$ cat config.mk
export PLATFORM = sky130hd
export DESIGN_NAME = led_ctrl_top
export DESIGN_NICKNAME = d
export VERILOG_FILES = /design/src/led_pkg.sv /design/src/blink_scan.sv /design/src/cmd_decoder.sv /design/src/led_ctrl_top.sv /design/src/led_mode.sv /design/src/led_output.sv /design/src/param_ram.sv
export SDC_FILE = /design/constraint.sdc
export NUM_CORES = 2
export LEC_CHECK = 0
export ABC_AREA = 1
export BUFFER_PORTS_ARGS = -buffer_cell sky130_fd_sc_hd__buf_2
export CORE_MARGIN = 2
export CORE_UTILIZATION = 35
export DETAILED_ROUTE_END_ITERATION = 10
export SLEW_MARGIN = 30
export SYNTH_ARGS = -nofsm -noshare
export SYNTH_HDL_FRONTEND = slang
export SYNTH_SLANG_ARGS = --single-unit
$ cat constraint.sdc
create_clock -name clk -period 3.3 [get_ports clk]
set_clock_uncertainty 0.1 [all_clocks]
set_input_delay 0.165 -clock clk [delete_from_list [all_inputs] [get_ports clk]]
set_output_delay 0.165 -clock clk [all_outputs]
set_load 0.03 [all_outputs]
$ cat src/led_pkg.sv
// shared LED controller definitions; command codes 1..7 only, RAM fixed at 16 words of 32 bits
package led_pkg;

  typedef logic [7:0]  byte_t;        // one stream byte
  typedef logic [3:0]  param_addr_t;  // settings RAM address
  typedef logic [31:0] param_t;       // settings word
  typedef logic [2:0]  cmd_code_t;    // execute command code
  typedef logic [6:0]  bright_t;      // brightness in PWM steps

  typedef enum logic {stat, blink} led_mode_t;

  typedef struct packed {
    logic      val;
    cmd_code_t code;
  } led_cmd_t;

  typedef struct packed {
    logic        en;
    param_addr_t addr;
    param_t      data;
  } param_wr_t;

  typedef struct packed {
    led_mode_t  mode;
    logic [1:0] level;  // bit 0 is led0
  } led_state_t;

  typedef struct packed {
    logic    toggle;
    bright_t brightness;
  } led_drive_t;

  //////////////////////////////
  // command codes
  localparam cmd_code_t cmd_blink_on = 3'd1;
  localparam cmd_code_t cmd_all_on   = 3'd2;
  localparam cmd_code_t cmd_all_off  = 3'd3;
  localparam cmd_code_t cmd_led0_on  = 3'd4;
  localparam cmd_code_t cmd_led0_off = 3'd5;
  localparam cmd_code_t cmd_led1_on  = 3'd6;
  localparam cmd_code_t cmd_led1_off = 3'd7;

  localparam byte_t write_flag = 8'h80;  // first byte of a write frame

  //////////////////////////////
  // settings RAM map and defaults
  localparam param_addr_t addr_brightness = 4'd1;
  localparam param_addr_t addr_period     = 4'd2;
  localparam param_addr_t scan_start      = 4'd0;
  localparam param_addr_t scan_stop       = 4'd15;

  localparam param_t def_brightness = 32'd100;
  localparam param_t def_period     = 32'd4;   // in ms ticks, interval is period+1

  localparam int pwm_steps = 100;

endpackage

$ cat src/blink_scan.sv
// RAM scanner and blink timer; tick_cycles must be at least 2, period counts ms ticks
`timescale 1ns/1ps

module blink_scan #(
  parameter int unsigned tick_cycles = 125000  // clocks per ms tick
) (
  input  logic                 clk,
  input  logic                 rst,
  output led_pkg::param_addr_t rd_addr,
  input  led_pkg::param_t      rd_data,
  output led_pkg::led_drive_t  drive
);
  import led_pkg::*;

  param_addr_t rd_addr_dl;  // address that matches rd_data
  param_t      period;
  bright_t     brightness;

  logic [$clog2(tick_cycles)-1:0] tick_cnt;
  logic                           tick;
  param_t                         blink_cnt;

  //////////////////////////////
  // settings scan
  always_ff @(posedge clk) begin
    if (rst) begin
      rd_addr    <= scan_start;
      rd_addr_dl <= scan_start;
      period     <= def_period;
      brightness <= bright_t'(def_brightness);
    end else begin
      rd_addr    <= (rd_addr == scan_stop) ? scan_start : rd_addr + 4'd1;
      rd_addr_dl <= rd_addr;
      case (rd_addr_dl)
        addr_period: period <= rd_data;
        addr_brightness: begin
          if (rd_data > param_t'(pwm_steps)) begin
            brightness <= bright_t'(pwm_steps);  // clip to full on
          end else begin
            brightness <= rd_data[6:0];
          end
        end
        default: ;
      endcase
    end
  end

  //////////////////////////////
  // ms tick and blink toggle
  always_ff @(posedge clk) begin
    if (rst) begin
      tick_cnt     <= '0;
      tick         <= 1'b0;
      blink_cnt    <= '0;
      drive.toggle <= 1'b0;
    end else begin
      if (tick_cnt == $bits(tick_cnt)'(tick_cycles - 1)) begin
        tick_cnt <= '0;
        tick     <= 1'b1;
      end else begin
        tick_cnt <= tick_cnt + 1'b1;
        tick     <= 1'b0;
      end
      if (tick) begin
        blink_cnt <= (blink_cnt >= period) ? '0 : blink_cnt + 32'd1;  // >= covers a shrunk period
      end
      drive.toggle <= tick && (blink_cnt == '0);
    end
  end

  assign drive.brightness = brightness;

endmodule

$ cat src/cmd_decoder.sv
// byte stream parser; no framing recovery, a write header always consumes the next four valid bytes
`timescale 1ns/1ps

module cmd_decoder (
  input  logic               clk,
  input  logic               rst,
  input  led_pkg::byte_t     rxd,
  input  logic               rxv,
  output led_pkg::led_cmd_t  cmd,
  output led_pkg::param_wr_t wr
);
  import led_pkg::*;

  typedef enum logic {idle, data} dec_state_t;

  dec_state_t  state;
  logic [1:0]  byte_cnt;  // data bytes seen in this frame
  param_addr_t addr_q;
  param_t      shift;     // msb first
  logic        wr_en;

  logic is_write;
  logic is_exec;

  assign is_write = (rxd & write_flag) != '0;
  assign is_exec  = (rxd >= byte_t'(cmd_blink_on)) && (rxd <= byte_t'(cmd_led1_off));

  //////////////////////////////
  // frame state machine
  always_ff @(posedge clk) begin
    if (rst) begin
      state    <= idle;
      byte_cnt <= '0;
      cmd.val  <= 1'b0;
      wr_en    <= 1'b0;
    end else begin
      cmd.val <= 1'b0;  // strobes last one cycle
      wr_en   <= 1'b0;
      if (rxv) begin
        case (state)
          idle: begin
            if (is_write) begin
              addr_q   <= rxd[3:0];
              byte_cnt <= '0;
              state    <= data;
            end else if (is_exec) begin
              cmd.val  <= 1'b1;
              cmd.code <= rxd[2:0];
            end
            // codes 0 and 8..127 fall through
          end
          data: begin
            shift    <= {shift[23:0], rxd};
            byte_cnt <= byte_cnt + 2'd1;
            if (byte_cnt == 2'd3) begin  // fourth data byte
              wr_en <= 1'b1;
              state <= idle;
            end
          end
          default: state <= idle;
        endcase
      end
    end
  end

  // write port comes straight from the frame registers
  always_comb begin
    wr.en   = wr_en;
    wr.addr = addr_q;
    wr.data = shift;
  end

endmodule

$ cat src/led_ctrl_top.sv
// LED controller top; rxd/rxv are plain TCP receive data, there is no back-pressure
`timescale 1ns/1ps

module led_ctrl_top #(
  parameter int unsigned tick_cycles = 125000
) (
  input  logic           clk,
  input  logic           rst,
  input  led_pkg::byte_t rxd,
  input  logic           rxv,
  output logic [1:0]     led
);
  import led_pkg::*;

  led_cmd_t    cmd;
  param_wr_t   wr;
  param_addr_t rd_addr;
  param_t      rd_data;
  led_state_t  state;
  led_drive_t  drive;

  cmd_decoder i_cmd_decoder (
    .clk (clk),
    .rst (rst),
    .rxd (rxd),
    .rxv (rxv),
    .cmd (cmd),
    .wr  (wr)
  );

  param_ram i_param_ram (
    .clk     (clk),
    .rst     (rst),
    .wr      (wr),
    .rd_addr (rd_addr),
    .rd_data (rd_data)
  );

  led_mode i_led_mode (
    .clk   (clk),
    .rst   (rst),
    .cmd   (cmd),
    .state (state)
  );

  blink_scan #(.tick_cycles(tick_cycles)) i_blink_scan (
    .clk     (clk),
    .rst     (rst),
    .rd_addr (rd_addr),
    .rd_data (rd_data),
    .drive   (drive)
  );

  led_output i_led_output (
    .clk   (clk),
    .rst   (rst),
    .state (state),
    .drive (drive),
    .led   (led)
  );

endmodule

$ cat src/led_mode.sv
// mode tracker; only valid strobes change state, unknown codes leave it as is
`timescale 1ns/1ps

module led_mode (
  input  logic                clk,
  input  logic                rst,
  input  led_pkg::led_cmd_t   cmd,
  output led_pkg::led_state_t state
);
  import led_pkg::*;

  always_ff @(posedge clk) begin
    if (rst) begin
      state.mode  <= blink;  // board comes up blinking
      state.level <= 2'b00;
    end else if (cmd.val) begin
      case (cmd.code)
        cmd_blink_on: begin
          state.mode <= blink;  // levels kept for the next stat command
        end
        cmd_all_on: begin
          state.mode  <= stat;
          state.level <= 2'b11;
        end
        cmd_all_off: begin
          state.mode  <= stat;
          state.level <= 2'b00;
        end
        cmd_led0_on: begin
          state.mode     <= stat;
          state.level[0] <= 1'b1;
        end
        cmd_led0_off: begin
          state.mode     <= stat;
          state.level[0] <= 1'b0;
        end
        cmd_led1_on: begin
          state.mode     <= stat;
          state.level[1] <= 1'b1;
        end
        cmd_led1_off: begin
          state.mode     <= stat;
          state.level[1] <= 1'b0;
        end
        default: ;
      endcase
    end
  end

endmodule

$ cat src/led_output.sv
// output stage; brightness above pwm_steps is never seen here, the scanner clips it
`timescale 1ns/1ps

module led_output (
  input  logic                clk,
  input  logic                rst,
  input  led_pkg::led_state_t state,
  input  led_pkg::led_drive_t drive,
  output logic [1:0]          led
);
  import led_pkg::*;

  bright_t    pwm_cnt;  // 0 .. pwm_steps-1
  logic       pwm_on;
  logic [1:0] drive_q;
  logic [1:0] drive_next;

  // next drive value, levels in stat, toggles in blink
  always_comb begin
    drive_next = drive_q;
    if (state.mode == stat) begin
      drive_next = state.level;
    end else if (drive.toggle) begin
      drive_next = ~drive_q;
    end
  end

  assign pwm_on = pwm_cnt < drive.brightness;

  //////////////////////////////
  // drive register and PWM gate
  always_ff @(posedge clk) begin
    if (rst) begin
      pwm_cnt <= '0;
      drive_q <= 2'b00;
      led     <= 2'b00;
    end else begin
      pwm_cnt <= (pwm_cnt == bright_t'(pwm_steps - 1)) ? '0 : pwm_cnt + 7'd1;
      drive_q <= drive_next;
      led     <= drive_next & {2{pwm_on}};  // same cycle as drive_q, keeps latency at 3
    end
  end

endmodule

$ cat src/param_ram.sv
// settings store; reset takes several cycles of rst to settle the read port on defaults
`timescale 1ns/1ps

module param_ram (
  input  logic                 clk,
  input  logic                 rst,
  input  led_pkg::param_wr_t   wr,
  input  led_pkg::param_addr_t rd_addr,
  output led_pkg::param_t      rd_data
);
  import led_pkg::*;

  param_t mem [0:(1 << $bits(param_addr_t)) - 1];

  // write port, defaults on reset
  always_ff @(posedge clk) begin
    if (rst) begin
      for (int i = 0; i < $size(mem); i++) begin
        mem[i] <= '0;
      end
      mem[addr_brightness] <= def_brightness;
      mem[addr_period]     <= def_period;
    end else if (wr.en) begin
      mem[wr.addr] <= wr.data;
    end
  end

  // registered read, one cycle latency
  always_ff @(posedge clk) begin
    rd_data <= mem[rd_addr];
  end

endmodule
After elaboration in Yosys (flattened, before gate mapping)
Cells that the tools add are included.

Logic and storage cells: 118. Output and inout port bits: 2. Latch bits: 0. Input bits: 11. Bits in read-only memories: 0. RAM bits: 0. Memories kept: 0. Register bits: 700.

Add/sub/neg operators: 5. Shift-type cells: 0. Bitwise gates (word level): 8. Order comparisons: 8. Equality and inequality tests: 14. Multipliers: 0. Div/mod/pow operators: 0. Multiplexer cells: 21. Reduce and logical (&&, ||, !) cells: 24.

Operators by type and width (number): $bwmux 512 (1); $bmux 32 s4 (1); $demux 32 s4 (1); $mux 32 (4); $add 32x1->32 const B (1); $ge 32x32->1 (1); $gt 32x7->1 const B (1); $logic_not 32->1 (1); $add 17x1->17 const B (1); $eq 17x17->1 const B (1); $reduce_or 2->1 (7); $eq 3x3->1 const B (4); $ge 5x5->1 const B (2); $not 4->5 (2); $ge 8x1->1 const B (1); $le 8x3->1 const B (1); $pmux 1 s2 (4); $reduce_and 2->1 (4); $add 7x1->7 const B (1); $eq 7x7->1 const B (1); $lt 7x7->1 (1); $mux 7 (1); $eq 3x2->1 const B (2); $mux 2 (3); 23 further kinds (33).

Longest topological paths before layout
Depth after elaboration: 6. Mapped depth: 18. Depth with buffers taken out: 16.

Cells and area by module
A second synthesis with hierarchy kept.

Cells, all modules: 4466. Area total of the unflattened synthesis: 31198.7 µm².

Modules (own cells, without submodules): param_ram (cells each 3565, instances 1, sequential area each 10890.4 µm², area an instance 23894.2 µm²); blink_scan (cells each 701, instances 1, sequential area each 1961.9 µm², area an instance 5066.1 µm²); cmd_decoder (cells each 83, instances 1, sequential area each 1271.2 µm², area an instance 1443.9 µm²); led_output (cells each 89, instances 1, sequential area each 220.2 µm², area an instance 626.9 µm²); led_mode (cells each 28, instances 1, sequential area each 60.1 µm², area an instance 167.7 µm²).

Least setup slack after synthesis
Ideal clock, no wire load.

Path kind: flip-flop to flip-flop. Start point: reg i_cmd_decoder.state. End point: reg i_cmd_decoder.shift[0], enable pin. Data required time: 2.778 ns. Setup time: 0.422 ns. Data arrival time: 1.822 ns. Setup slack: 0.956 ns. Cell stages (with the launch flop): 3. Buffers on the path: 0. Clock period less this slack: 2.344 ns. Cell sequence: dfxtp_1 nand2_1 nor2_1.

Longest elaborated chain between the ends: 1.

Ends and longest elaborated chain: start, declared (line cmd_decoder.sv:16) `dec_state_t state;`; start signal, assigned (line cmd_decoder.sv:32) `state <= idle;`; start signal, assigned (line cmd_decoder.sv:45) `state <= data;`; start signal, assigned (line cmd_decoder.sv:57) `state <= idle;`; $reduce_and 3->1 (no source line); end signal, assigned (line cmd_decoder.sv:53) `shift <= {shift[23:0], rxd};`; end, declared (line cmd_decoder.sv:19) `param_t shift;`.

No other way between the ends. A chain may end at the register's enable or synchronous reset.

Worst setup path after layout
Start point: reg i_blink_scan.blink_cnt[5]. End point: reg i_blink_scan.blink_cnt[17].

Longest elaborated chain between the ends: 2. Elaborated cells on any way between the ends: 3. Those cells by class: add/sub (1); order compare (1); mux (1).

Ends and longest elaborated chain: start, declared (line blink_scan.sv:21) `param_t blink_cnt;`; start signal, assigned (line blink_scan.sv:65) `blink_cnt <= (blink_cnt >= period) ? '0 : blink_cnt + 32'd1;`; $add 32x1->32 or $ge 32x32->1 (tied branches) (line blink_scan.sv:65); $mux 32 (*) (line blink_scan.sv:65).

Mark *: on every way between the ends. The rest lies on a longest branch, timed or not.

==> impl_results.md <==
* Run status: finished, final reports clean
* Tmin final at 2.360 ns
* Largest fanout on the critical path at 17
* Critical Path Max Stage Delay at roughly 0.5 ns
* Hold Vio Cnt, Final at 0
* Tcrit/Tclk final at a little under three quarters
* Setup slack after layout at about 0.94 ns
* Total power per unit cell area at ~570 mW/mm2
* Number of nets still failing antenna checks after routing at 0
* Worst min-delay path class: in2reg
* Number of DRC markers after the initial detailed-route iteration at around 3100
* Deepest level of the CTS H-tree at 3
* Ranking of synthesized cells by instance count: 1277 x nor2_1, 781 x o21ai_0, 661 x dfxtp_1
* Dominant cell type by area after synthesis: dfxtp_1
* Arrival time of the worst setup path at about 2.8 ns
* Post-cts resize count at 0
* Average footprint of a synthesized cell at around 7.3 um2
* Clock latency of the later-clocked register in the worst-skew pair at approximately 0.64 ns
* DPL Wire Length at 55410 um
* Worst path cell trace: ha_1, a21oi_1, nor2_1, nor2_1, nand2_1, nand2_1, nand2_1, nand2_1, nand2_2, nand2_1, nand2_1, buf_12, nor2_1
* Clock sink count at 700
* Startpoint Class: flip-flop
* Total Die Area at around 0.087 mm2
* RSZ-0062 raised after global routing: no
* Pre-CTS setup slack at 0.9735 ns
* Floorplan Core Area at between 0.08 and 0.09 mm2
* Maximum capacitance violations at 0
* Area of all sequential standard cells at 0.01441 mm2
* Routed Wire Length at between 100000 and 150000 um
* Vias in the first global route at between 20000 and 30000
* Global-route wire length before repair at between 150000 and 200000 um
* CTS clock-pin slew for the worst setup and hold paths at 0.06 ns
* Transition time at the pin with the least slew margin at roughly 1.1 ns
* Antenna violations before repair at 3
* Placed instance count at approximately 4900
* GRT Residual Overflow at 0
* Share of synthesized area occupied by flip-flops and latches at about 49%
* Via count at about 27000
* Clock Tree Root: clkbuf_16
* Avg Vias per Cell at roughly 5.4
* Number of design rule violations left after detail routing at 0
* Detail-routed net length per standard cell at ~20 um
* CTS tree: done
* Post-Synthesis Cell Area at approximately 0.03 mm2
* Top area cells in the synthesized netlist: dfxtp_1 45%, nor2_1 16%, o21ai_0 13%
* Nets in the synthesized netlist at slightly above 4000
* Static leakage at between 10 and 15 nW
* Area growth, synth to finish at 12.73%
* Count of buffers from port buffering at 12
* Ratio of cells with drive above 1 in the final layout at under 10%
* Worst path most repeated cell: nand2_1
* Maximum VDD drop at 0.3200 mV
* Number of rows created at floorplan at 106
* Fill cell instance count of the final layout at 8703
* Pre-antenna DRT Iters at 6
* Chip height at a little under 300 um
* Placer congestion estimate at around 0.84
* Bufs and invs on worst path at 1
* Inserted Clock Buffers at 75
* Number of flops mapped to enable cells by yosys at 39
* I/O pin total at 13
* Category of the worst setup path capture point: flip-flop
* Cell family contributing the most delay on the critical path: simple AND/OR/NAND/NOR gates
* GR Util All Layers at approximately 23%
* Endpoints failing setup at 0
* Final non-filler cell total at a little over 5000
* Worst EP required at around 3.8 ns
* Dominant cell by count in the synthesized netlist: nor2_1
* Synthesized flop and latch total at 700
* Post-synth cell types at 42
* Proportion of synthesized flip-flops having asynchronous set or reset at 0%
* Final Max Slew Viols at 0
* Clock buffer depth at 3
* Worst-case headroom to the max-slew limit at around a quarter
* Pin count of the biggest net entering global routing at roughly 190
* Post-synth top area share at around 45%
* WS Path Type: reg2reg
* Setup total negative slack at 0 ns
* Starting density of the core at a little over a third
* Achievable clock frequency at roughly 420 MHz
* Total of warnings raised by yosys at 0
* Most frequently used flop master after synthesis: dfxtp_1
* Total number of nets in the final design at between 3000 and 4000
* Total area of multi-input combinational cells at around 0.013 mm2
* Width of the chip at between 200 and 300 um
* Post-synthesis instance total at just over 4000
* Master of the slowest instance on the critical path: dfxtp_1
## worst reg2reg max path, delay by kind of cell (launching register included)
kind / cells / cell delay [ns]
and+or+nand+nor: 10 / 0.95
DFF: 1 / 0.50
adders and majority gates: 1 / 0.30
buffers and inverters: 1 / 0.30
AOI/OAI and AO/OA: 1 / 0.15
## registers in the layout (all words and copies together), names as in the netlist, 2 cells and up
register and flops:
i_blink_scan.rd_addr 4, i_cmd_decoder.shift 32, i_led_output.drive_q 2, i_blink_scan.brightness 7
i_blink_scan.rd_addr_dl 4, i_blink_scan.blink_cnt 32, i_blink_scan.tick_cnt 17, i_led_output.led 2
i_led_mode.state 3, i_blink_scan.period 32, i_param_ram.rd_data 32, i_cmd_decoder.cmd 4
i_param_ram.mem 512, i_cmd_decoder.byte_cnt 2, i_cmd_decoder.addr_q 4, i_led_output.pwm_cnt 7
## area by class of cell
| cell class | count | share of cell area [%] |
|---|---|---|
| sequential | 700 | 43.11 |
| tap | 1134 | 4.244 |
| timing repair buffer | 88 | 2.493 |
| antenna | 3 | 0.02246 |
| inverter | 178 | 2.047 |
| multi-input combinational | 2858 | 40.28 |
| clock inverter | 30 | 1.085 |
| clock buffer | 108 | 6.714 |
## where the power goes
| part | internal (mW) | leakage, nW | switching (mW) | total [mW] |
|---|---|---|---|---|
| combinational | 0.362 | 6.46 | 0.833 | 1.19 |
| clock | 5.29 | 1.30 | 3.62 | 8.91 |
| sequential | 8.64 | 5.69 | 0.180 | 8.82 |
| total | 14.3 | 13.5 | 4.63 | 18.9 |
## cell families (layout without fill, tap and decap cells)
family,Yosys count,in the layout,share of synthesized area (%)
xor gates and xnor gates,26,26,0.7679
other,0,3,0
and+or+nand+nor,1679,1679,22.70
adders and majority gates,44,44,1.856
muxes,1,1,0.03797
DFF,700,700,48.57
buffers and inverters,480,404,6.324
AOI/OAI and AO/OA,1108,1108,19.75
## routing by layer
layer / vias to the layer above / GRT usage [%] / wire [um]
li1: 13063 / - / -
met1: 13020 / 31.28 / 44560
met2: 1149 / 35.69 / 44410
met3: 204 / 3.992 / 8387
met4: 0 / 7.107 / 2750
met5: - / 0 / 0
## cells in the final DEF, fill, tap and decap left out, types with 44 or more instances in the layout
| cell | instances |
|---|---|
| a21oi_1 | 133 |
| o21ai_1 | 52 |
| clkbuf_16 | 78 |
| nand3_1 | 89 |
| nor2_1 | 1273 |
| inv_1 | 168 |
| o21ai_0 | 781 |
| o22ai_1 | 67 |
| dfxtp_1 | 658 |
| buf_4 | 51 |
| nand2_1 | 207 |
| ha_1 | 44 |
## final timing paths
| kind | slack (ns) | startpoint | end | cells after the start |
|---|---|---|---|---|
| worst min-delay path | 0.18 | rxd[4] | i_cmd_decoder.shift[4]$_DFFE_PP_ | 2 |
| worst min register to register | 0.35 | i_param_ram.mem[490]$_SDFFE_PP0P_ | i_param_ram.mem[490]$_SDFFE_PP0P_ | 2 |
| worst max register to register | 0.94 | i_blink_scan.blink_cnt[5]$_SDFFE_PP0P_ | i_blink_scan.blink_cnt[17]$_SDFFE_PP0P_ | 13 |
| worst max-delay path | 0.94 | i_blink_scan.blink_cnt[5]$_SDFFE_PP0P_ | i_blink_scan.blink_cnt[17]$_SDFFE_PP0P_ | 13 |
## per-stage QoR
| step | cell area (um2) | utilization (%) | power, mW | hold slack [ns] |
|---|---|---|---|---|
| final | 33430 | 39.89 | 18.93 | 0.1828 |
| after global routing | 33420 | 39.88 | 19.52 | 0.1857 |
| after CTS | 33420 | 39.88 | 19.01 | 0.1408 |
| after detailed placement | 30710 | 36.63 | 10.16 | 0.2550 |
| after global placement | 30710 | 36.63 | 10.16 | 0.2536 |
| after floorplan | 29660 | - | 9.688 | 0.1435 |
## timing repair
item	4_1_cts	5_1_grt
endpoints found under the hold margin	28	0
hold buffers	11	0
setup buffers	0	0
No activity file was read; power rests on OpenSTA's default activity.
